[src/hw/zg_params.svh]
`ifndef ZG_PARAMS_SVH
`define ZG_PARAMS_SVH

// display geometry, 128x64 pixels sent as 1024 bytes of 8 vertical pixels
`define ZG_BYTE_BITS      10
`define ZG_DISPLAY_BYTES  1024

// frame store holds 32 full images, addressed as slot * 1024 + byte index
`define ZG_FRAME_SLOTS    32
`define ZG_ADDR_BITS      15

// default frame timer width, one animation step every 2^23 clocks
`define ZG_FRAME_BITS     23

// frames per pet state
`define ZG_INTRO_FRAMES   1
`define ZG_IDLE_FRAMES    6
`define ZG_SLEEP_FRAMES   4
`define ZG_EAT_FRAMES     5
`define ZG_TEACH_FRAMES   7
`define ZG_DEAD_FRAMES    8

// first slot of each animation in the frame store
`define ZG_INTRO_BASE     0
`define ZG_IDLE_BASE      1
`define ZG_SLEEP_BASE     7
`define ZG_EAT_BASE       11
`define ZG_TEACH_BASE     16
`define ZG_DEAD_BASE      23

// status panel limits, as byte indices
`define ZG_BAR_LO         65
`define ZG_BAR_HI         261

// first row (byte index / 8) of each gauge
`define ZG_HAPPY_ROW      8
`define ZG_HUNGER_ROW     18
`define ZG_SLEEP_ROW      28

`define ZG_BAR_ROWS       5
`define ZG_BAR_SEGMENTS   5

// segment patterns, a full block or only its upper half
`define ZG_SEG_FULL       8'hEE
`define ZG_SEG_HALF       8'hE0

// segment 1 lights fully above 90, every next segment 20 lower
`define ZG_THRESH_TOP     90
`define ZG_THRESH_STEP    10

`endif
[src/hw/zg_pkg.sv]
`default_nettype none

`include "zg_params.svh"

package zg_pkg;

    // one-hot pet states, intro is the all-zero code
    typedef enum logic [4:0] {
        INTRO    = 5'b00000,
        IDLE     = 5'b00001,
        SLEEPING = 5'b00010,
        EATING   = 5'b00100,
        TEACHING = 5'b01000,
        DEAD     = 5'b10000
    } pet_state_t;

    // index of a byte inside one display image
    typedef logic [`ZG_BYTE_BITS-1:0] byte_idx_t;

    typedef logic [7:0] pixel_t;

    // stat level, 0 to 255
    typedef logic [7:0] stat_t;

    // absolute frame number inside the frame store
    typedef logic [$clog2(`ZG_FRAME_SLOTS)-1:0] frame_slot_t;

    typedef logic [`ZG_ADDR_BITS-1:0] store_addr_t;

endpackage

`default_nettype wire

[src/hw/zg_pixel_mux.sv]
`timescale 1ns/100ps
`default_nettype none

`include "zg_params.svh"

module zg_pixel_mux (
    input  wire                 clk,
    input  wire                 i_arst_n,
    input  zg_pkg::pet_state_t  i_state,
    input  zg_pkg::byte_idx_t   i_byte_idx,
    input  zg_pkg::frame_slot_t i_slot,
    input  wire logic           i_in_bar_region,
    input  zg_pkg::pixel_t      i_bar_byte,
    output zg_pkg::store_addr_t o_rd_addr,
    input  zg_pkg::pixel_t      i_rd_data,
    output zg_pkg::pixel_t      o_data
);

    import zg_pkg::*;

    // stage 1 holds the store address and the bar decision
    store_addr_t rd_addr_q;
    logic        use_bar_q;
    pixel_t      bar_byte_q;

    // stage 2 delays the bar path to line up with the store read
    logic        use_bar_q2;
    pixel_t      bar_byte_q2;

    logic        use_bar;

    // the intro screen has no status panel and shows its image everywhere
    assign use_bar = (i_state != INTRO) && i_in_bar_region;

    always_ff @(posedge clk or negedge i_arst_n) begin
        if (!i_arst_n) begin
            rd_addr_q   <= '0;
            use_bar_q   <= 1'b0;
            bar_byte_q  <= '0;
            use_bar_q2  <= 1'b0;
            bar_byte_q2 <= '0;
        end else begin
            // slot * 1024 + byte index
            rd_addr_q   <= {i_slot, i_byte_idx};
            use_bar_q   <= use_bar;
            bar_byte_q  <= i_bar_byte;
            use_bar_q2  <= use_bar_q;
            bar_byte_q2 <= bar_byte_q;
        end
    end

    assign o_rd_addr = rd_addr_q;

    always_ff @(posedge clk or negedge i_arst_n) begin
        if (!i_arst_n) begin
            o_data <= '0;
        end else if (use_bar_q2) begin
            o_data <= bar_byte_q2;
        end else begin
            o_data <= i_rd_data;
        end
    end

endmodule

`default_nettype wire

[config.mk]
export PLATFORM = sky130hd
export DESIGN_NAME = zg_pixel_mux
export DESIGN_NICKNAME = d
export VERILOG_FILES = /design/src/hw/zg_pkg.sv /design/src/hw/zg_pixel_mux.sv
export VERILOG_INCLUDE_DIRS = /design/src /design/src/hw
export SDC_FILE = /design/constraint.sdc
export NUM_CORES = 1
export LEC_CHECK = 0
export ABC_AREA = 1
export BUFFER_PORTS_ARGS = -buffer_cell sky130_fd_sc_hd__buf_4
export CAP_MARGIN = 5
export CORE_ASPECT_RATIO = 0.5
export CORE_MARGIN = 10
export CORE_UTILIZATION = 30
export CTS_BUF_LIST = sky130_fd_sc_hd__clkbuf_8
export CTS_CLUSTER_DIAMETER = 40
export DETAILED_ROUTE_END_ITERATION = 12
export PLACE_DENSITY = 0.64
export SYNTH_ARGS = -nofsm -noshare
export SYNTH_HDL_FRONTEND = slang
export SYNTH_SLANG_ARGS = --single-unit
[constraint.sdc]
create_clock -name clk -period 0.97 [get_ports clk]
set_clock_uncertainty 0.2 [all_clocks]
set_input_delay 0.194 -clock clk [delete_from_list [all_inputs] [get_ports clk]]
set_output_delay 0.194 -clock clk [all_outputs]
set_load 0.05 [all_outputs]
-- Word level (Yosys, flattened, before mapping)
Index checks and enable logic that the tools add are counted.
- register bits after elaboration: 41
- bits in latches: 0
- memory bits (writable): 0
- ROM bits: 0
- bits of input ports: 39
- output and inout bits: 23
- word-level logic and storage cells: 9
- memories kept: 0
- add/subtract/negate cells: 0
- multipliers: 0
- divide/modulo/power cells: 0
- magnitude comparators: 0
- equality and inequality tests: 0
- shifts and indexed selects: 0
- muxes and demuxes: 1
- bitwise logic cells: 0
- reductions and logical operators: 2
- operators with widths (cell ; count):
    8-bit two-way mux ; 1
    5-bit nonzero test ; 1
    1-bit logical AND ; 1

-- Longest topological paths before layout
- depth after elaboration: 2
- mapped depth: 4
- mapped depth without buffers: 4

-- Least setup slack after synthesis
OpenSTA, ideal clock, no wires.
- path type: flip-flop to output port
- from: register o_data[0]
- to: output o_data[0]
- data arrival time: 0.586 ns
- required time: 0.576 ns
- slack: -0.010 ns
- cell stages (with the launch flop): 1
- buffers on the path: 0
- path through: dfrtp_1
- RTL lines (item ; RTL line ; text):
    start, declared ; zg_pixel_mux.sv:16 ; output zg_pkg::pixel_t o_data
    start signal, assigned ; zg_pixel_mux.sv:58 ; o_data <= bar_byte_q2;
    start signal, assigned ; zg_pixel_mux.sv:60 ; o_data <= i_rd_data;
No word-level cell between the ends.

-- Worst setup path in the final report
- from: register rd_addr_q[14], in the netlist o_rd_addr[14]
- to: output o_rd_addr[14]
- RTL lines (item ; RTL line ; text):
    start, declared ; zg_pixel_mux.sv:22 ; store_addr_t rd_addr_q;
    start signal, assigned ; zg_pixel_mux.sv:44 ; rd_addr_q <= {i_slot, i_byte_idx};
    end, declared ; zg_pixel_mux.sv:14 ; output zg_pkg::store_addr_t o_rd_addr,
No word-level cell between the ends.

==> impl_metrics.tcl <==
set metrics [dict create \
    outcome "finished, violations left" \
    violations_in_the_final_reports "hold timing, setup timing" \
    synth.cell_area_sq_um 1161 \
    timing.critical_path.required_ns 0.58 \
    postSynth.asyncResetShare 1.000 \
    die-area_sq_um 6910 \
    topRoutingLayerUsed "met4" \
    path_buf_inv 1 \
    final-setup-viol-count 31 \
    post-synth-top-count-cell "sky130_fd_sc_hd__dfrtp_1" \
    synthesis.instances 72 \
    netlist_top_cells_count "sky130_fd_sc_hd__dfrtp_1, sky130_fd_sc_hd__inv_1, sky130_fd_sc_hd__nand2_1, sky130_fd_sc_hd__o21ai_0, sky130_fd_sc_hd__nor2_1" \
    buffers_added_on_ports 61 \
    static-leakage-power_nw 1.066 \
    post_drt_wl_per_cell_microns 13.99 \
    vias_in_the_first_global_route 987 \
    dp_cells 184 \
    synth.top_cells.by_area "sky130_fd_sc_hd__dfrtp_1, sky130_fd_sc_hd__o21ai_0, sky130_fd_sc_hd__inv_1" \
    p_sw_frac 0.2418 \
    timing.hold.worst.class "input pin to flop" \
    post_synth_mux_area_share 0 \
    antennaDiodeCount 0 \
    grt_setup_unrepaired "true" \
    cts_buffers 5 \
    post_synth_xor_area_fraction 0 \
    drt_iter0_markers 14 \
    design_area_sq_um 2240 \
    internal_pwr_total_mw 2.966 \
    synth_enable_flop_cells 0 \
    met3WireLength_microns 139 \
    detailroute.wirelength.met2_microns 1760 \
    final_hold_slack_ns -0.06999 \
    mappedNetlistNets 111 \
    insertion_delay_ns 0.28 \
    post-route-min-period_ns 1.246 \
    critical-path-top-delay-family "flip-flops" \
    ir_drop_mv 1.064 \
    cell_type_of_the_slowest_stage_on_the_worst_timing_path "sky130_fd_sc_hd__dfrtp_2" \
    dpl-instance-area_sq_um 1720 \
    global_route.overflow_total 0 \
    nets 205 \
    synth.ff_latch_count 41 \
    drv.max_cap_violation_count 0 \
    detail_route.drc_violations 0 \
    cts.sinks 41 \
    cts_max_path_buffers 2 \
    hold_viol_final 9 \
    core_area_sq_um 3585 \
    route.final.wire_length_microns 3050 \
    path_cells "buf_6" \
    pin_count_of_the_biggest_net_entering_global_routing 33 \
    first_pass_grt_wire_length_microns 5016 \
    place_worst_setup_slack_ns -0.1069 \
    seq_power_share 0.476 \
    viasPerCell 3.853 \
    worst_relative_slew_slack 0.8909 \
    timing.setup.tns_ns -6.056 \
    top_level_ports 62 \
    final-max-slew-violation-count 0 \
    grt_antenna_before_repair 0 \
    crit_path_start_kind "flop" \
    worstSetupPathType "flop to output pin" \
    dominantRegCellSynth "sky130_fd_sc_hd__dfrtp_1" \
    synth-compound-area-share 0.03448 \
    die-width_microns 108.0 \
    place.gp.congestion 0.7028 \
    clk_transition_reported_paths_ns 0.07 \
    drt_pre_antenna_iters 4 \
    fp.dieH_microns 63.99 \
    postLayoutSetupSlackWorst_ns -0.2762 \
    share_comb_of_total_power 0.170 \
    synth_top_cell_by_area "sky130_fd_sc_hd__dfrtp_1" \
    worstPathMaxFanout 1 \
    drive_above_1_share 0.6467 \
    worstPathArrival_ns 0.85 \
    yosys.area_share.simple 0.03987 \
    start_util 0.3239 \
    cts_max_level 2 \
    yosys_warnings 0 \
    rows 15 \
    drt-met1-wl_microns 1088 \
    power_frac_clock 0.354 \
    grt_use_total 0.09205 \
    route.antenna.remaining_nets 0 \
    synth-adder-area-share 0 \
    tritoncts_clock_tree "built" \
    synth_sequential_area_ratio 0.8836 \
    post-route-util 0.6248 \
    layout.cells.non_filler 218 \
    postCtsHoldBufs 24 \
    endpoint_kind "output pin" \
    power_density_nw_per_um2 1747 \
    totalPowerFinal_mw 3.913 \
    synth_cell_type_count 7 \
    fin_crit_sh 1.285 \
    synth_top_cell_area_share 0.8836 \
    timing.critical_path.slowest_cell_delay_ns 0.42 \
    syn_avg_cell_area_sq_um 16.13 \
    synth_top_family_by_area "buffers and inverters" \
    switchingPower_mw 0.9462 \
    achievable-frequency_mhz 802.4 \
    cts.root.buffer_cell "sky130_fd_sc_hd__clkbuf_8" \
    area_growth_pct 92.89 \
    route.vias.total 840 \
    tightestPinTransition_ns 0.1637 \
]
[power groups by stage]
stage | clock network (mW) | logic, mW | registers, mW
after floorplan | 0 | 0.0348 | 2.09
after global placement | 0 | 0.505 | 1.88
after detailed placement | 0 | 0.513 | 1.88
after CTS | 1.42 | 0.652 | 1.86
after global routing | 1.50 | 0.707 | 1.87
final | 1.39 | 0.666 | 1.86
[final cells by class]
type / instances / area (sq um)
clock buffer: 6 / 82.58
clock inverter: 2 / 37.54
fill: 260 / 1345
inverter: 10 / 37.54
multi-input combinational: 20 / 131.4
sequential: 41 / 1056
tap: 51 / 63.81
timing repair buffer: 88 / 830.8
[flip-flops by register name, summed over array words and instances, names as in the netlist]
name         flops
use_bar_q        1
bar_byte_q       8
use_bar_q2       1
o_rd_addr       15
bar_byte_q2      8
o_data           8
[timing repair]
| action | CTS | global route |
|---|---|---|
| pin swaps | 2 | 1 |
| setup endpoints to repair | 31 | 31 |
| buffers inserted | 2 | 0 |
| endpoints found under the hold margin | 73 | 9 |
| gates resized for setup | 33 | 17 |
| gates cloned | 0 | 0 |
[layout by cell type (no fill, tap or decap), types with 4 or more instances in the layout]
master,Yosys,final
sky130_fd_sc_hd__buf_4,0,38
sky130_fd_sc_hd__nand2_2,0,6
sky130_fd_sc_hd__inv_1,10,10
sky130_fd_sc_hd__clkbuf_8,0,6
sky130_fd_sc_hd__dlygate4sd3_1,0,24
sky130_fd_sc_hd__o21ai_2,0,4
sky130_fd_sc_hd__o21ai_1,0,4
sky130_fd_sc_hd__dfrtp_1,41,17
sky130_fd_sc_hd__dfrtp_2,0,24
sky130_fd_sc_hd__buf_6,1,24
[per-layer routing]
| layer | up-vias | track usage |
|---|---|---|
| met5 | - | 0 |
| met4 | 0 | 0.03311 |
| met3 | 4 | 0.03200 |
| met2 | 25 | 0.1729 |
| met1 | 409 | 0.09236 |
| li1 | 402 | - |
[worst paths after layout]
path | start | endpoint | slack [ns] | cells after the start
worst min-delay path | i_in_bar_region | use_bar_q | -0.07 | 3
min in group asynchronous | i_arst_n | o_rd_addr[12] | 0.08 | 2
worst max-delay path | o_rd_addr[14] | o_rd_addr[14] | -0.28 | 1
max in group asynchronous | i_arst_n | o_data[0] | 0.10 | 3
worst min register to register | bar_byte_q[4] | bar_byte_q2[4] | 0.14 | 0
worst max register to register | use_bar_q2 | o_data[7] | -0.03 | 3
[cell families after synthesis]
| kind of cell | Yosys count |
|---|---|
| DFF | 41 |
| and+or+nand+nor | 12 |
| buffers and inverters | 11 |
| AOI/OAI and AO/OA | 8 |
Note: power is estimated with default switching activity, not from simulation.
