===== config.mk =====
export PLATFORM = sky130hd
export DESIGN_NAME = zg_status_bars
export DESIGN_NICKNAME = d
export VERILOG_FILES = /design/src/hw/zg_pkg.sv /design/src/hw/zg_status_bars.sv
export VERILOG_INCLUDE_DIRS = /design/src /design/src/hw
export SDC_FILE = /design/constraint.sdc
export NUM_CORES = 1
export LEC_CHECK = 0
export BUFFER_PORTS_ARGS = -buffer_cell sky130_fd_sc_hd__buf_2
export CAP_MARGIN = 10
export CORE_MARGIN = 8
export CORE_UTILIZATION = 56
export DETAILED_ROUTE_END_ITERATION = 7
export MAX_ROUTING_LAYER = met4
export PLACE_DENSITY = 0.95
export SETUP_SLACK_MARGIN = 0.05
export SLEW_MARGIN = 20
export SYNTH_ARGS = -nofsm -noshare
export SYNTH_HDL_FRONTEND = slang
export SYNTH_SLANG_ARGS = --single-unit
export TNS_END_PERCENT = 20

===== constraint.sdc =====
create_clock -name vclk -period 9.45
set_input_delay 2.3625 -clock vclk [all_inputs]
set_output_delay 2.3625 -clock vclk [all_outputs]
set_load 0.01 [all_outputs]

===== src/hw/zg_params.svh =====
`ifndef ZG_PARAMS_SVH
`define ZG_PARAMS_SVH

// display geometry, 128x64 pixels sent as 1024 bytes of 8 vertical pixels
`define ZG_BYTE_BITS      10
`define ZG_DISPLAY_BYTES  1024

// frame store holds 32 full images, addressed as slot * 1024 + byte index
`define ZG_FRAME_SLOTS    32
`define ZG_ADDR_BITS      15

// default frame timer width, one animation step every 2^23 clocks
`define ZG_FRAME_BITS     23

// frames per pet state
`define ZG_INTRO_FRAMES   1
`define ZG_IDLE_FRAMES    6
`define ZG_SLEEP_FRAMES   4
`define ZG_EAT_FRAMES     5
`define ZG_TEACH_FRAMES   7
`define ZG_DEAD_FRAMES    8

// first slot of each animation in the frame store
`define ZG_INTRO_BASE     0
`define ZG_IDLE_BASE      1
`define ZG_SLEEP_BASE     7
`define ZG_EAT_BASE       11
`define ZG_TEACH_BASE     16
`define ZG_DEAD_BASE      23

// status panel limits, as byte indices
`define ZG_BAR_LO         65
`define ZG_BAR_HI         261

// first row (byte index / 8) of each gauge
`define ZG_HAPPY_ROW      8
`define ZG_HUNGER_ROW     18
`define ZG_SLEEP_ROW      28

`define ZG_BAR_ROWS       5
`define ZG_BAR_SEGMENTS   5

// segment patterns, a full block or only its upper half
`define ZG_SEG_FULL       8'hEE
`define ZG_SEG_HALF       8'hE0

// segment 1 lights fully above 90, every next segment 20 lower
`define ZG_THRESH_TOP     90
`define ZG_THRESH_STEP    10

`endif

===== src/hw/zg_pkg.sv =====
`default_nettype none

`include "zg_params.svh"

package zg_pkg;

    // one-hot pet states, intro is the all-zero code
    typedef enum logic [4:0] {
        INTRO    = 5'b00000,
        IDLE     = 5'b00001,
        SLEEPING = 5'b00010,
        EATING   = 5'b00100,
        TEACHING = 5'b01000,
        DEAD     = 5'b10000
    } pet_state_t;

    // index of a byte inside one display image
    typedef logic [`ZG_BYTE_BITS-1:0] byte_idx_t;

    typedef logic [7:0] pixel_t;

    // stat level, 0 to 255
    typedef logic [7:0] stat_t;

    // absolute frame number inside the frame store
    typedef logic [$clog2(`ZG_FRAME_SLOTS)-1:0] frame_slot_t;

    typedef logic [`ZG_ADDR_BITS-1:0] store_addr_t;

endpackage

`default_nettype wire


===== src/hw/zg_status_bars.sv =====
`timescale 1ns/100ps
`default_nettype none

`include "zg_params.svh"

module zg_status_bars (
    input  zg_pkg::byte_idx_t i_byte_idx,
    input  zg_pkg::stat_t     i_happiness,
    input  zg_pkg::stat_t     i_hunger,
    input  zg_pkg::stat_t     i_sleep,
    output logic              o_in_bar_region,
    output zg_pkg::pixel_t    o_bar_byte
);

    import zg_pkg::*;

    // a row is one line of 8 bytes, the segment is the byte within that line
    logic [`ZG_BYTE_BITS-4:0] row;
    logic [2:0]               seg;
    logic                     on_gauge;
    logic                     on_seg;
    stat_t                    level;
    int                       upper_thr;
    int                       lower_thr;
    pixel_t                   bar_byte;

    assign row = i_byte_idx[`ZG_BYTE_BITS-1:3];
    assign seg = i_byte_idx[2:0];

    assign o_in_bar_region = (i_byte_idx >= byte_idx_t'(`ZG_BAR_LO)) &&
                             (i_byte_idx <= byte_idx_t'(`ZG_BAR_HI));

    // pick the gauge from the row band
    always_comb begin
        on_gauge = 1'b1;
        level    = '0;
        if (int'(row) >= `ZG_HAPPY_ROW && int'(row) < `ZG_HAPPY_ROW + `ZG_BAR_ROWS) begin
            level = i_happiness;
        end else if (int'(row) >= `ZG_HUNGER_ROW &&
                     int'(row) < `ZG_HUNGER_ROW + `ZG_BAR_ROWS) begin
            level = i_hunger;
        end else if (int'(row) >= `ZG_SLEEP_ROW &&
                     int'(row) < `ZG_SLEEP_ROW + `ZG_BAR_ROWS) begin
            level = i_sleep;
        end else begin
            on_gauge = 1'b0;
        end
    end

    // segments 1 to 5 carry the bar, 0, 6 and 7 are the gaps around it
    assign on_seg = (seg >= 3'd1) && (int'(seg) <= `ZG_BAR_SEGMENTS);

    // segment 1 covers 80..90, segment 5 covers 0..10
    assign upper_thr = `ZG_THRESH_TOP - 2 * `ZG_THRESH_STEP * (int'(seg) - 1);
    assign lower_thr = upper_thr - `ZG_THRESH_STEP;

    always_comb begin
        bar_byte = '0;
        if (o_in_bar_region && on_gauge && on_seg) begin
            if (int'(level) > upper_thr) begin
                bar_byte = `ZG_SEG_FULL;
            end else if (int'(level) > lower_thr) begin
                bar_byte = `ZG_SEG_HALF;
            end
        end
    end

    assign o_bar_byte = bar_byte;

endmodule

`default_nettype wire


Word level (Yosys, flattened, before mapping)
Cells that the tools add are included.
W data, S select, Z words.
Cells by class
  add/subtract/negate cells: 3
  $mul: 1
  $lt $le $gt $ge: 12
  multiplexer cells: 9
  reductions and logical operators: 7
Operators with widths (number)
  $mux W8: 6
  $ge A7 B5 Y1 const B: 2
  $gt A9 B12 Y1: 1
  $sub A11 B5 Y12 const B: 1
  $gt A9 B11 Y1: 1
  $sub A8 B10 Y11 const A: 1
  $ge A10 B7 Y1 const B: 1
  $le A10 B9 Y1 const B: 1
  $mul A4 B4 Y8 const A: 1
  $ge A7 B4 Y1 const B: 1
  $logic_and A1 B1 Y1: 7
  $lt A7 B4 Y1 const B: 1
  $lt A7 B5 Y1 const B: 1
  $lt A7 B6 Y1 const B: 1
  $sub A3 B1 Y4 const B: 1
  $ge A3 B1 Y1 const B: 1
  $le A3 B3 Y1 const B: 1
  $mux W1: 3
Storage, ports and cells
  register bits: 0
  input port bits: 34
  output and inout bits: 9
  word-level logic and storage cells: 32

Depth between registers and ports, before layout
  word-level depth: 9
  mapped depth: 20
  gate-level depth less buffers: 18

Worst setup path after synthesis
Ideal clock, no wire load.
  path kind: input to output
  start point: input port i_byte_idx[0]
  end point: output port o_bar_byte[6]
  data arrival time: 5.816 ns
  required time: 7.088 ns
  path slack: 1.271 ns
  cell stages on the path: 20
  buffers on the path: 2
  cells stage by stage: inv_1 -> ha_1 -> ha_1 -> inv_1 -> ha_1 -> a21oi_1 -> fa_1 -> buf_2 -> nor4b_1 -> or3_1 -> nand2_1 -> xnor2_1 -> ha_1 -> nand4_1 -> nor2_1 -> nor2_1 -> a21oi_1 -> a21oi_1 -> o21bai_1 -> buf_4
Between the ends
  longest elaborated chain between the ends: 8
  elaborated cells on any way between the ends: 17
  classes of those cells: add/sub (3); mul (1); order compare (6); mux (3); reduce/logical (4)
RTL lines
  from (decl): RTL line zg_status_bars.sv:7  | input zg_pkg::byte_idx_t i_byte_idx,
  $sub A3 B1 Y4: RTL line zg_status_bars.sv:54  | assign upper_thr = `ZG_THRESH_TOP - 2 * `ZG_THRESH_STEP * (int'(seg) - 1);
  $mul A4 B4 Y8: RTL line zg_status_bars.sv:54
  $sub A8 B10 Y11 (no source line)
  $sub A11 B5 Y12 (no source line)
  $gt A9 B12 Y1: RTL line zg_status_bars.sv:62  | end else if (int'(level) > lower_thr) begin
  $mux W8: RTL line zg_status_bars.sv:62
  $mux W8: RTL line zg_status_bars.sv:60  | if (int'(level) > upper_thr) begin
  $mux W8 *: RTL line zg_status_bars.sv:59  | if (o_in_bar_region && on_gauge && on_seg) begin
  to (decl): RTL line zg_status_bars.sv:12  | output zg_pkg::pixel_t o_bar_byte
Mark *: on every way between the ends. The rest lies on a longest branch, timed or not.

Worst setup path after layout
  start point: input port i_byte_idx[0]
  end point: output port o_bar_byte[7]
Same word-level chain as after synthesis.

==> key figures <==
Job
  – Max-capacitance violation count: 0

Clocking
  – CTS resizes: 0
  – Count of buffers added by post-CTS timing repair for setup: 0
  – Hold-fix buffers at CTS: 0

Pwr
  – Leak Pwr: 0.6816 nW
  – Switching power summed over all nets: ~0.000045 W
  – Switching share of total power: between 50% and 60%
  – Power density normalized to cell area: 62.69 nW/um2
  – Power share of the clock group: 0%
  – Total internal power: between 0.00003 and 0.00004 W
  – Sequential group share of total power: 0%
  – Gate power share: 100.0%
  – Largest vdd supply drop: ~44 uV

Die
  – Floorplan core area: 1764 um2
  – Width of the die: a little under 60 um
  – Initial Utilization: between 60% and 70%
  – I/O pin count: between 40 and 50
  – Area of the die: roughly 3600 um2
  – # rows: 15
  – Die boundary height: 59.63 um

Routing
  – DRC errors left: 0
  – Vias per std cell: ~6
  – DRT antenna net count: 0
  – Routed WL: ~3200 um
  – Starting DRT DRC Count: 76
  – 1st-pass router iterations: 4
  – Wire length per cell: 16.02 um
  – Total via count in the routed design: approximately 1,200

Synth
  – Share of the yosys chip area belonging to registers: 0%
  – Largest family of logic cells by synthesized area: compound AO/OA/AOI/OAI gates
  – Cell variety after synth: 51
  – Syn Area/Cell: 7.725 um2
  – Area share of the largest cell type after synthesis: approximately 20%
  – Number of instances in the synthesized netlist: 138
  – Simple-gate area share of the yosys netlist: around a quarter
  – Synthesized-area fraction occupied by ao, oa, aoi and oai cells: approximately a third
  – Synth Area in XOR/XNOR: about 5.8%
  – Leading cell types by total area after synthesis: sky130_fd_sc_hd__ha_1, sky130_fd_sc_hd__a222oi_1, sky130_fd_sc_hd__inv_1
  – Cell accounting for the most synthesized area: sky130_fd_sc_hd__ha_1
  – Mux contribution to synthesized area: 0%
  – Area of the mapped netlist: between 1000 and 1500 um2
  – Synthesis warning total: 0
  – Adder-cell area share of the yosys netlist: between 20% and 30%

Final layout
  – Final design utilization: a little over two thirds
  – Share of layout cells above drive strength 1: 28.49%
  – # clk buffers: 0
  – # nets final: approximately 230
  – Diode insertion count for antenna repair: 0
  – Register Area: 0 um2
  – Fin area: ~1200 um2
  – Highest-count cells in the layout ignoring fill and taps: sky130_fd_sc_hd__buf_2, sky130_fd_sc_hd__ha_1, sky130_fd_sc_hd__inv_1
  – Most frequent standard cell in the layout excluding fill and tap cells: sky130_fd_sc_hd__buf_2
  – Total number of sequential cells: 0
  – Area growth from synthesis to layout: 16.78%
  – Number of filler cells placed in the layout: roughly 180
  – Filler-free cell count of the finished design: just under 200

Critical path
  – CP Max Fanout: 9
  – Crit start category: input port
  – Data required time of the worst path: just over 7000 ps
  – Critical Path End Type: output port
  – Data arrival time at the worst-slack endpoint: 6370 ps
  – Setup CP Type: input port to output port

GRT
  – GR Util All Layers: 18.16%
  – Wire length of the first global-routing pass: around 5200 um
  – Pin count of the biggest net entering global routing: 11
  – Via count of the first global-routing pass: approximately 1,200
  – Number of antenna violations at the first check in global routing: 0
  – Grt ovf: 0

STA
  – TNS Setup: 0 ps
  – Worst path setup slack after routing: around 700 ps
  – Final critical-path required period: just under 9000 ps
  – Total setup violations reported at the end of the flow: 0
  – Crit share post-route: 92.43%
  – Number of max-slew violations in the final report: 0
  – Max Fclk: ~0.11 GHz
  – Hold Fails Final Rpt: 0
  – Setup repair after global routing missed its margin: no

Outcome
  – Outcome: completed

Placed design
  – Total cell area at the placement stage: roughly 1200 um2
  – Total half-perimeter wirelength after legalization and detailed placement: 2708 um
  – Minimum setup slack after placement: approximately 800 ps
  – Buffers added on ports: 41
  – Placed cells: 197
  – Placer's final routability congestion estimate: between 0.9 and 1

Min path
  – Hold WC Path Type: input port to output port
  – Hold path startpoint: i_byte_idx[9]
  – Number of instances on the worst hold path: 4
  – Endpoint, Worst Hold: o_in_bar_region
stage by stage:
stage                     total power [W]  hold slack [ps]
after floorplan                0.00005347             4882
after global placement         0.00007341             5223
after detailed placement       0.00007608             5223
after CTS                      0.00007664             5224
after global routing           0.00008690             5273
final                          0.00007805             5222
layout make-up:
class / instances / area, um2 / share of cell area [%]
multi-input cells: 114 / 944.7 / 75.88
well taps: 25 / 31.28 / 2.513
inverters: 17 / 63.81 / 5.126
repair buffers: 41 / 205.2 / 16.48
worst max-delay path by stage:
stage / slack [ps] / from / to / depth (start not counted)
2_1_floorplan: 1270 / i_byte_idx[0] / o_bar_byte[6] / 20
3_3_place_gp: 1040 / i_byte_idx[0] / o_bar_byte[7] / 20
3_5_place_dp: 780 / i_byte_idx[0] / o_bar_byte[7] / 20
4_1_cts: 770 / i_byte_idx[0] / o_bar_byte[7] / 20
5_1_grt: 350 / i_byte_idx[0] / o_bar_byte[7] / 20
6_report: 720 / i_byte_idx[0] / o_bar_byte[7] / 20
power by group through the flow:
| stage | combinational, W | sequential, W | clock, W |
|---|---|---|---|
| floorplan | 0.0000535 | 0 | 0 |
| global placement | 0.0000734 | 0 | 0 |
| detailed placement | 0.0000761 | 0 | 0 |
| CTS | 0.0000766 | 0 | 0 |
| global route | 0.0000869 | 0 | 0 |
| finish | 0.0000780 | 0 | 0 |
cell usage after synthesis, types with 2 or more instances:
cell type / instances
sky130_fd_sc_hd__a21oi_1: 8
sky130_fd_sc_hd__a222oi_1: 6
sky130_fd_sc_hd__nor4b_4: 2
sky130_fd_sc_hd__nor4b_1: 3
sky130_fd_sc_hd__and3_1: 2
sky130_fd_sc_hd__buf_4: 6
sky130_fd_sc_hd__o21ai_0: 4
sky130_fd_sc_hd__nor3_1: 2
sky130_fd_sc_hd__nand2_1: 5
sky130_fd_sc_hd__nand4_1: 3
sky130_fd_sc_hd__xnor2_1: 3
sky130_fd_sc_hd__xor2_1: 4
sky130_fd_sc_hd__o311a_1: 2
sky130_fd_sc_hd__ha_1: 17
sky130_fd_sc_hd__o211ai_1: 2
sky130_fd_sc_hd__a21o_1: 2
sky130_fd_sc_hd__inv_1: 16
sky130_fd_sc_hd__nand3_1: 3
sky130_fd_sc_hd__o21ai_1: 2
sky130_fd_sc_hd__o21bai_1: 2
sky130_fd_sc_hd__o31ai_1: 4
sky130_fd_sc_hd__nor2b_1: 2
sky130_fd_sc_hd__nor2_1: 7
sky130_fd_sc_hd__nand4b_1: 2
sky130_fd_sc_hd__or3_1: 3
worst max-delay path, cell delays in order:
cell and delay (ps):
sky130_fd_sc_hd__buf_2 180, sky130_fd_sc_hd__inv_1 120, sky130_fd_sc_hd__ha_1 300, sky130_fd_sc_hd__ha_1 350, sky130_fd_sc_hd__inv_1 50, sky130_fd_sc_hd__ha_1 170, sky130_fd_sc_hd__a21oi_1 180, sky130_fd_sc_hd__fa_1 550
sky130_fd_sc_hd__nor4b_1 420, sky130_fd_sc_hd__or3_1 230, sky130_fd_sc_hd__nand2_1 120, sky130_fd_sc_hd__xnor2_1 170, sky130_fd_sc_hd__ha_1 290, sky130_fd_sc_hd__nand4_1 120, sky130_fd_sc_hd__nor2_1 130, sky130_fd_sc_hd__nor2_1 50
sky130_fd_sc_hd__a21oi_1 140, sky130_fd_sc_hd__a21oi_1 80, sky130_fd_sc_hd__o21bai_1 190, sky130_fd_sc_hd__buf_2 170
metal layers:
layer	vias to the layer above	track usage, %	routed length (um)
li1	601	-	-
met1	542	21.91	1382
met2	44	31.90	1585
met3	0	2.169	189
met4	0	2.381	0
met5	-	-	0
cells by family (layout without fill, tap and decap cells):
logic type	Yosys count	after routing
xor gates and xnor gates	7	7
AOI/OAI and AO/OA	46	46
other	1	2
buffers and inverters	25	58
adders and majority gates	19	19
and+or+nand+nor	40	40
No activity file was read; power rests on OpenSTA's default activity.
