## config.mk

```make
export PLATFORM = sky130hd
export DESIGN_NAME = zg_anim_sequencer
export DESIGN_NICKNAME = d
export VERILOG_FILES = /design/src/hw/zg_pkg.sv /design/src/hw/zg_anim_sequencer.sv
export VERILOG_INCLUDE_DIRS = /design/src /design/src/hw
export SDC_FILE = /design/constraint.sdc
export NUM_CORES = 1
export LEC_CHECK = 0
export ABC_AREA = 1
export BUFFER_PORTS_ARGS = -buffer_cell sky130_fd_sc_hd__clkbuf_2
export CORE_UTILIZATION = 50
export DETAILED_ROUTE_END_ITERATION = 8
export PLACE_DENSITY_LB_ADDON = 0.08
export SYNTH_ARGS = -nofsm -noshare
export SYNTH_HDL_FRONTEND = slang
export SYNTH_SLANG_ARGS = --single-unit
```

## constraint.sdc

```tcl
create_clock -name clk -period 2.1 [get_ports clk]
set_input_delay 0.105 -clock clk [delete_from_list [all_inputs] [get_ports clk]]
set_output_delay 0.105 -clock clk [all_outputs]
set_load 0.02 [all_outputs]
```

## src/hw/zg_params.svh

```systemverilog
`ifndef ZG_PARAMS_SVH
`define ZG_PARAMS_SVH

// display geometry, 128x64 pixels sent as 1024 bytes of 8 vertical pixels
`define ZG_BYTE_BITS      10
`define ZG_DISPLAY_BYTES  1024

// frame store holds 32 full images, addressed as slot * 1024 + byte index
`define ZG_FRAME_SLOTS    32
`define ZG_ADDR_BITS      15

// default frame timer width, one animation step every 2^23 clocks
`define ZG_FRAME_BITS     23

// frames per pet state
`define ZG_INTRO_FRAMES   1
`define ZG_IDLE_FRAMES    6
`define ZG_SLEEP_FRAMES   4
`define ZG_EAT_FRAMES     5
`define ZG_TEACH_FRAMES   7
`define ZG_DEAD_FRAMES    8

// first slot of each animation in the frame store
`define ZG_INTRO_BASE     0
`define ZG_IDLE_BASE      1
`define ZG_SLEEP_BASE     7
`define ZG_EAT_BASE       11
`define ZG_TEACH_BASE     16
`define ZG_DEAD_BASE      23

// status panel limits, as byte indices
`define ZG_BAR_LO         65
`define ZG_BAR_HI         261

// first row (byte index / 8) of each gauge
`define ZG_HAPPY_ROW      8
`define ZG_HUNGER_ROW     18
`define ZG_SLEEP_ROW      28

`define ZG_BAR_ROWS       5
`define ZG_BAR_SEGMENTS   5

// segment patterns, a full block or only its upper half
`define ZG_SEG_FULL       8'hEE
`define ZG_SEG_HALF       8'hE0

// segment 1 lights fully above 90, every next segment 20 lower
`define ZG_THRESH_TOP     90
`define ZG_THRESH_STEP    10

`endif
```

## src/hw/zg_pkg.sv

```systemverilog
`default_nettype none

`include "zg_params.svh"

package zg_pkg;

    // one-hot pet states, intro is the all-zero code
    typedef enum logic [4:0] {
        INTRO    = 5'b00000,
        IDLE     = 5'b00001,
        SLEEPING = 5'b00010,
        EATING   = 5'b00100,
        TEACHING = 5'b01000,
        DEAD     = 5'b10000
    } pet_state_t;

    // index of a byte inside one display image
    typedef logic [`ZG_BYTE_BITS-1:0] byte_idx_t;

    typedef logic [7:0] pixel_t;

    // stat level, 0 to 255
    typedef logic [7:0] stat_t;

    // absolute frame number inside the frame store
    typedef logic [$clog2(`ZG_FRAME_SLOTS)-1:0] frame_slot_t;

    typedef logic [`ZG_ADDR_BITS-1:0] store_addr_t;

endpackage

`default_nettype wire

```

## src/hw/zg_anim_sequencer.sv

```systemverilog
`timescale 1ns/100ps
`default_nettype none

`include "zg_params.svh"

module zg_anim_sequencer #(
    parameter int p_frame_bits = `ZG_FRAME_BITS
) (
    input  wire                 clk,
    input  wire                 i_arst_n,
    input  zg_pkg::pet_state_t  i_state,
    output zg_pkg::frame_slot_t o_slot,
    output logic                o_frame_start
);

    import zg_pkg::*;

    // intro has a single frame, so only the five animated states keep a counter
    localparam int c_anims = 5;
    localparam int c_frames [c_anims] = '{
        `ZG_IDLE_FRAMES,
        `ZG_SLEEP_FRAMES,
        `ZG_EAT_FRAMES,
        `ZG_TEACH_FRAMES,
        `ZG_DEAD_FRAMES
    };

    logic [p_frame_bits-1:0] frame_timer;
    logic                    timer_wrap;
    logic [2:0]              frame_idx [c_anims];

    assign timer_wrap = (frame_timer == {p_frame_bits{1'b1}});

    always_ff @(posedge clk or negedge i_arst_n) begin
        if (!i_arst_n) begin
            frame_timer   <= '0;
            o_frame_start <= 1'b0;
        end else begin
            frame_timer   <= frame_timer + 1'b1;
            o_frame_start <= timer_wrap;
        end
    end

    // all animations step together, each wrapping at its own length
    always_ff @(posedge clk or negedge i_arst_n) begin
        if (!i_arst_n) begin
            for (int i = 0; i < c_anims; i++) begin
                frame_idx[i] <= '0;
            end
        end else if (timer_wrap) begin
            for (int i = 0; i < c_anims; i++) begin
                if (int'(frame_idx[i]) == c_frames[i] - 1) begin
                    frame_idx[i] <= '0;
                end else begin
                    frame_idx[i] <= frame_idx[i] + 3'd1;
                end
            end
        end
    end

    // absolute slot of the frame shown for the current state
    always_comb begin
        case (i_state)
            INTRO:    o_slot = frame_slot_t'(`ZG_INTRO_BASE);
            IDLE:     o_slot = frame_slot_t'(`ZG_IDLE_BASE) + frame_slot_t'(frame_idx[0]);
            SLEEPING: o_slot = frame_slot_t'(`ZG_SLEEP_BASE) + frame_slot_t'(frame_idx[1]);
            EATING:   o_slot = frame_slot_t'(`ZG_EAT_BASE) + frame_slot_t'(frame_idx[2]);
            TEACHING: o_slot = frame_slot_t'(`ZG_TEACH_BASE) + frame_slot_t'(frame_idx[3]);
            DEAD:     o_slot = frame_slot_t'(`ZG_DEAD_BASE) + frame_slot_t'(frame_idx[4]);
            // the last slot is never filled by an animation and stays blank
            default:  o_slot = frame_slot_t'(`ZG_FRAME_SLOTS - 1);
        endcase
    end

endmodule

`default_nettype wire

```

## Word level (Yosys, flattened, before mapping)

Cells that the tools add are included.

- Output and inout port bits: 6
- Register bits: 39
- Bits of input ports: 7
- Logic and storage cells: 36

- Add/sub/neg operators: 11
- Mux-type cells: 6
- Equality and inequality tests: 11
- Reduce and logical (&&, ||, !) cells: 1

Operators by type and width:

| cell | count |
|---|---|
| $pmux 5 s6 | 1 |
| $add 23x1->23 const B | 1 |
| $eq 23x23->1 const B | 1 |
| $add 3x1->3 const B | 5 |
| $mux 3 | 5 |
| $add 5x3->5 const A | 2 |
| $eq 3x3->1 const B | 3 |
| $add 4x3->5 const A | 1 |
| $eq 5x1->1 const B | 1 |
| $eq 5x2->1 const B | 1 |
| $eq 5x3->1 const B | 1 |
| $eq 5x4->1 const B | 1 |
| $eq 5x5->1 const B | 1 |
| $logic_not 5->1 | 1 |
| $add 1x3->4 const A | 1 |
| $add 3x3->4 const A | 1 |
| $eq 3x1->1 const B | 1 |
| $eq 3x2->1 const B | 1 |

## Longest topological paths before layout

Gate-level depths: netlist of run 1.

- Depth after elaboration: 2
- Depth in mapped cells: 9
- Depth with buffers taken out: 9

## Worst setup path after synthesis of run 1

OpenSTA, ideal clock, no wires.

- Kind: register -> output
- Start point: register frame_idx[6] in the netlist's numbering
- End point: output o_slot[4]
- Buffers on the path: 0
- Data arrival time: 1.326 ns
- Data required time: 1.995 ns
- Slack: 0.669 ns
- Stages on the path, launching flop included: 7
- Cells stage by stage: dfrtp_1 -> inv_1 -> ha_1 -> inv_1 -> ha_1 -> inv_1 -> o21ai_0

- Cells in the longest elaborated chain, start to end: 2

Ends and longest elaborated chain:

| what | line | source |
|---|---|---|
| start, declared | zg_anim_sequencer.sv:30 | `logic [2:0] frame_idx [c_anims];` |
| start signal, assigned by index | zg_anim_sequencer.sv:55 | `frame_idx[i] <= frame_idx[i] + 3'd1;` |
| $add 4x3->5 | zg_anim_sequencer.sv:67 | `` EATING: o_slot = frame_slot_t'(`ZG_EAT_BASE) + frame_slot_t'(frame_idx[2]); `` |
| $pmux 5 s6 | zg_anim_sequencer.sv:63 | `case (i_state)` |
| end, declared | zg_anim_sequencer.sv:12 | `output zg_pkg::frame_slot_t o_slot,` |

Every way passes these cells.

## Final worst setup path of run 1

- Start point: register frame_idx[6] in the netlist's numbering
- End point: output o_slot[2]

Same word-level chain as after synthesis.

==> impl_metrics.py, run 1 <==
metrics = {
    "logic_synthesis": {
        "netlist_top_cells_area": "dfrtp_1 40%, nand2_1 15%, nor2_1 7.5%",
        "synth_top_area_cell": "dfrtp_1",
        "synth_cell_types": 26,
        "synth_top_area_frac": 0.396,
        "synth.avg_cell_area_sq_um": 7.45,
        "synth-seq-area-share": 0.396,
        "synth_area_sq_um": 2470,
        "ys_warn_count": 0,
        "syn_nets": 350,
        "ys_ff_latch": 39,
        "syn_inst": 331,
    },
    "sta": {
        "tns_ps": 0,
        "setup_viol": 0,
        "skew_ps": 6.47,
        "fmax_mhz": 558,
        "hold_violations": 0,
        "worst_pin_slew_ps": 482,
        "maxSlewViolCount": 0,
        "grt_setup_unrepaired": "no",
        "slew_headroom": 0.679,
        "period_share": 0.853,
        "period_needed_ps": 1790,
    },
    "worst_setup_path": {
        "crit_fanout": 5,
        "cp-start-kind": "register",
        "worstPathArrival_ps": 1690,
        "setup.worst_path.class": "reg -> out",
        "required_ps": 2000,
        "worstSetupEndpointType": "output pin",
    },
    "pwr": {
        "p_comb_frac": 0.049,
        "p_clk_frac": 0.431,
        "p_sw_uw": 319,
        "powerDensity_nw_per_um2": 532,
        "power_uw": 1440,
        "p_int_uw": 1120,
        "ir_worst_vdd_mv": 0.335,
        "pwr-share-seq": 0.520,
        "netSwitchingFraction": 0.221,
        "p_leak_uw": 0.00147,
    },
    "cts": {
        "clkLatencyLatePin_ps": 290,
        "h-tree-depth": 2,
        "cts_tree": "built",
        "clock-sinks": 39,
        "clk_path_buf_depth": 2,
        "cts_root_buf": "clkbuf_8",
        "cts_buffers": 5,
        "cts_resized": 0,
        "clk_pin_slew_ps": 80,
    },
    "floorplanning": {
        "dieArea_sq_um": 5220,
        "start_util": 0.522,
        "std_cell_rows": 25,
        "io_pins": 13,
        "coreArea_sq_um": 4720,
        "die_y_microns": 72.2,
        "die_w_microns": 72.2,
    },
    "place": {
        "port_buffers": 12,
        "place_area_sq_um": 2590,
        "dpl.hpwl_microns": 3360,
        "gp_congestion": 0.851,
    },
    "global_routing": {
        "grt_pass1_wl_microns": 8130,
        "grt_max_degree": 40,
        "grt-ovfl-total": 0,
        "grt_antenna_before_repair": 0,
        "grt_pass1_vias": 1932,
        "track_usage": 0.200,
    },
    "drt": {
        "drc": 0,
        "via_per_inst": 4.82,
        "dr.pass1.iters": 4,
        "drt_iter0_markers": 95,
        "wl_per_cell_microns": 10.8,
        "vias": 2010,
        "wirelength_microns": 4500,
        "ant_nets": 0,
    },
    "finish": {
        "diodes": 0,
        "fin_nets": 368,
        "area_growth_pct": 9.89,
        "layout-drive-gt1-share": 0.103,
        "postLayoutCellArea_sq_um": 2710,
        "fin_util": 0.574,
    },
    "flow_run": {
        "max_cap_violations": 0,
    },
    "min_path": {
        "worst_hold_path_type": "in -> async",
    },
    "run_status": {
        "outcome": "finished clean",
    },
}
## flip-flops by register name, indices dropped and copies added (netlist names)
signal and cells:
frame_timer 23, frame_idx 15, o_frame_start 1
## cells in the final DEF, fill, tap and decap left out, types with 7 or more instances in the layout
cell type | synthesis | layout
nand2_1 | 100 | 100
nor2_1 | 49 | 49
dfrtp_1 | 39 | 39
inv_1 | 37 | 37
nand3_1 | 31 | 31
ha_1 | 12 | 12
clkbuf_2 | 0 | 12
xor2_1 | 9 | 9
nand4_1 | 7 | 7
xnor2_1 | 7 | 7
## repair_timing
action                                 in CTS  in global routing
setup buffers                               0                  0
endpoints found under the hold margin      39                  0
hold buffers                                1                  0
## final timing paths
kind	depth (start not counted)	start	endpoint	slack (ps)
worst max-delay path	9	frame_idx[6]	o_slot[2]	310
worst min-delay path	3	i_arst_n	frame_idx[7]	410
worst max register to register	8	frame_timer[0]	frame_idx[0]	490
worst min register to register	1	frame_timer[0]	frame_timer[0]	460
max in group asynchronous	3	i_arst_n	frame_timer[7]	1330
min in group clk	1	frame_timer[0]	frame_timer[0]	460
## synth_stat cells
master / count
ha_1: 12
xor2_1: 9
nand4_1: 7
inv_2: 1
clkbuf_1: 1
dfrtp_1: 39
nor2_1: 49
buf_6: 3
nor3_4: 1
nand3b_1: 6
nand2_2: 2
nor2_8: 1
nand2_4: 3
and2_1: 1
a21oi_1: 6
inv_1: 37
a22oi_1: 1
nand2_1: 100
o21a_1: 1
xnor2_1: 7
nand3_1: 31
nor2_4: 2
nor2_2: 4
nor3_1: 2
o21ai_1: 1
o21ai_0: 4
## power groups by stage
stage	registers, uW	logic, uW	clock network (uW)
6_report	750	70.2	622
5_1_grt	750	81.2	667
4_1_cts	750	71.9	647
3_5_place_dp	765	70.0	0
3_3_place_gp	765	69.9	0
2_1_floorplan	765	34.6	0
## critical path: stages, from the launching register on
cell	delay, ps
dfrtp_1	430
inv_1	120
ha_1	150
inv_1	40
ha_1	250
inv_1	30
nor2_1	100
nor2_1	60
nand2_1	60
clkbuf_2	160
## routing by layer
layer  vias to the layer above  GRT usage  routed length [microns]
li1                       1071          -                        -
met1                       902      0.236                     2150
met2                        26      0.355                     2120
met3                        11     0.0306                      100
met4                         0     0.0959                      123
met5                         -          0                        0
## metrics by stage
| stage | std cells | hold WS (ps) | setup WS [ps] |
|---|---|---|---|
| 5_1_grt | 417 | 483 | 159 |
| 3_5_place_dp | 408 | 187 | 461 |
| 6_report | 417 | 410 | 309 |
| 4_1_cts | 417 | 409 | 284 |
| 2_1_floorplan | 331 | -191 | 669 |
| 3_3_place_gp | 408 | 188 | 543 |
## area by class of cell
class | instances | area (sq um)
repair buffers | 15 | 85.1
multi-input cells | 250 | 1310
clock buffers | 5 | 68.8
fillers | 449 | 2010
well taps | 67 | 83.8
flip-flops and latches | 39 | 976
inverters | 38 | 143
clock inverters | 3 | 43.8
## kinds of logic after synthesis
kind of cell,synth area share
AND/OR/NAND/NOR,0.385
buffers and inverters,0.0731
XOR/XNOR,0.0568
adder cells (fa/ha/maj),0.0609
flip-flops,0.396
AO/OA/AOI/OAI,0.0284
Note: power is estimated with default switching activity, not from simulation.
==> run 2: changes to the inputs <==
- CORE_UTILIZATION: 50 -> 35
==> impl_metrics.py, run 2 (synthesized netlist as in run 1, its figures left out) <==
metrics = {
    "finish": {
        "layout-drive-gt1-share": 0.103,
        "largest_reg_flops": 23,
        "mostFrequentLayoutCell": "nand2_1",
        "regMostFlops": "frame_timer",
        "reg_top3": "frame_timer: 23 flops, frame_idx: 15 flops, o_frame_start: 1 flops",
        "final_cell_mix": "100 x nand2_1, 49 x nor2_1, 39 x dfrtp_1, 37 x inv_1, 31 x nand3_1",
        "instances_no_fill": 446,
        "diodes": 0,
        "area_growth_pct": 11.6,
        "fillers": 711,
        "fin_nets": 368,
        "fin_util": 0.405,
    },
    "cts": {
        "clock-sinks": 39,
        "clk_path_buf_depth": 2,
        "cts_tree": "built",
        "cts_root_buf": "clkbuf_8",
        "clk_pin_slew_ps": 80,
        "cts_buffers": 5,
        "cts_setup_buffers": 0,
        "h-tree-depth": 2,
        "clkLatencyLatePin_ps": 290,
        "cts_resized": 0,
    },
    "sta": {
        "worst_pin_slew_ps": 463,
        "skew_ps": 9.47,
        "period_share": 0.852,
        "fmax_mhz": 559,
        "grt_setup_unrepaired": "no",
        "setup_viol": 0,
        "tns_ps": 0,
        "maxSlewViolCount": 0,
        "period_needed_ps": 1790,
        "slew_headroom": 0.691,
        "hold_violations": 0,
    },
    "pwr": {
        "p_int_uw": 1150,
        "p_sw_uw": 321,
        "ir_worst_vdd_mv": 0.307,
        "powerDensity_nw_per_um2": 536,
        "p_comb_frac": 0.049,
        "pwr-share-seq": 0.509,
        "p_clk_frac": 0.442,
        "p_leak_uw": 0.00147,
        "netSwitchingFraction": 0.217,
    },
    "global_routing": {
        "grt-ovfl-total": 0,
        "grt_max_degree": 24,
        "grt_antenna_before_repair": 0,
        "track_usage": 0.154,
        "grt_pass1_wl_microns": 8860,
        "grt_pass1_vias": 1934,
    },
    "flow_run": {
        "max_cap_violations": 0,
    },
    "worst_setup_path": {
        "worstPathArrival_ps": 1680,
        "critical_path.endpoint": "o_slot[2]",
        "rr_worst_depth": 8,
        "reg2reg_slack_ps": 510,
        "crit_fanout": 5,
        "setup.worst_path.class": "reg -> out",
        "crit_start": "frame_idx[6]",
        "r2r-start": "frame_timer[0]",
        "rr_endpoint": "frame_idx[13]",
        "required_ps": 2000,
        "worstSetupEndpointType": "output pin",
        "cp-start-kind": "register",
    },
    "drt": {
        "wirelength_microns": 5070,
        "drt_iter0_markers": 125,
        "drc": 0,
        "vias": 2011,
        "ant_nets": 0,
        "dr.pass1.iters": 4,
        "via_per_inst": 4.51,
        "wl_per_cell_microns": 11.4,
    },
    "floorplanning": {
        "std_cell_rows": 30,
        "dieArea_sq_um": 7390,
        "die_w_microns": 85.9,
        "io_pins": 13,
        "coreArea_sq_um": 6790,
        "start_util": 0.363,
        "die_y_microns": 85.9,
    },
    "place": {
        "port_buffers": 12,
        "gp_congestion": 0.767,
        "dpl.hpwl_microns": 3800,
        "place_inst": 437,
    },
    "min_path": {
        "worst_hold_path_type": "in -> async",
    },
    "run_status": {
        "outcome": "finished clean",
    },
}
==> run 2: worst min-delay path by stage <==
stage / cells past startpoint / slack [ps] / endpoint
final: 2 / 290 / frame_idx[8]
after global routing: 2 / 340 / frame_idx[7]
after CTS: 2 / 300 / frame_idx[8]
after detailed placement: 1 / 80 / frame_idx[7]
after global placement: 1 / 80 / frame_idx[7]
after floorplan: 0 / -190 / frame_idx[0]
==> run 2: area by class of cell <==
class / count / area, sq um / share of cell area
tap: 96 / 120 / 0.0437
multi-input combinational: 250 / 1310 / 0.476
clock inverter: 2 / 35.0 / 0.0127
clock buffer: 6 / 82.6 / 0.0300
timing repair buffer: 15 / 85.1 / 0.0309
sequential: 39 / 976 / 0.355
inverter: 38 / 143 / 0.0518
==> run 2: per-layer routing <==
| metal | GRT usage | wire, microns | vias up |
|---|---|---|---|
| li1 | - | - | 1075 |
| met1 | 0.191 | 2480 | 899 |
| met2 | 0.270 | 2410 | 30 |
| met3 | 0.0279 | 111 | 7 |
| met4 | 0.0485 | 75 | 0 |
| met5 | 0 | 0 | - |
==> run 2: power groups by stage <==
| stage | Sequential [uW] | Combinational (uW) | Clock (uW) |
|---|---|---|---|
| 2_1_floorplan | 765 | 34.6 | 0 |
| 3_3_place_gp | 765 | 72.6 | 0 |
| 3_5_place_dp | 765 | 72.7 | 0 |
| 4_1_cts | 750 | 74.4 | 675 |
| 5_1_grt | 750 | 83.9 | 706 |
| 6_report | 750 | 72.0 | 652 |
==> run 2: through the flow <==
step	power, uW	setup WS [ps]	cell area, sq um	hold slack [ps]
after floorplan	800	669	2470	-191
after global placement	838	530	2620	78.6
after detailed placement	838	490	2620	76.9
after CTS	1500	274	2750	304
after global routing	1540	160	2750	338
final	1470	311	2750	291
==> run 2: repair_timing <==
item | CTS | global route
hold buffers | 1 | 0
hold endpoints to repair | 16 | 0
endpoints found under the setup margin | 0 | 0
==> run 2: critical path: stages (launching register included) <==
cell      delay (ps)
dfrtp_1          430
inv_1            120
ha_1             150
inv_1             40
ha_1             250
inv_1             30
nor2_1           100
nor2_1            60
nand2_1           50
clkbuf_2         160
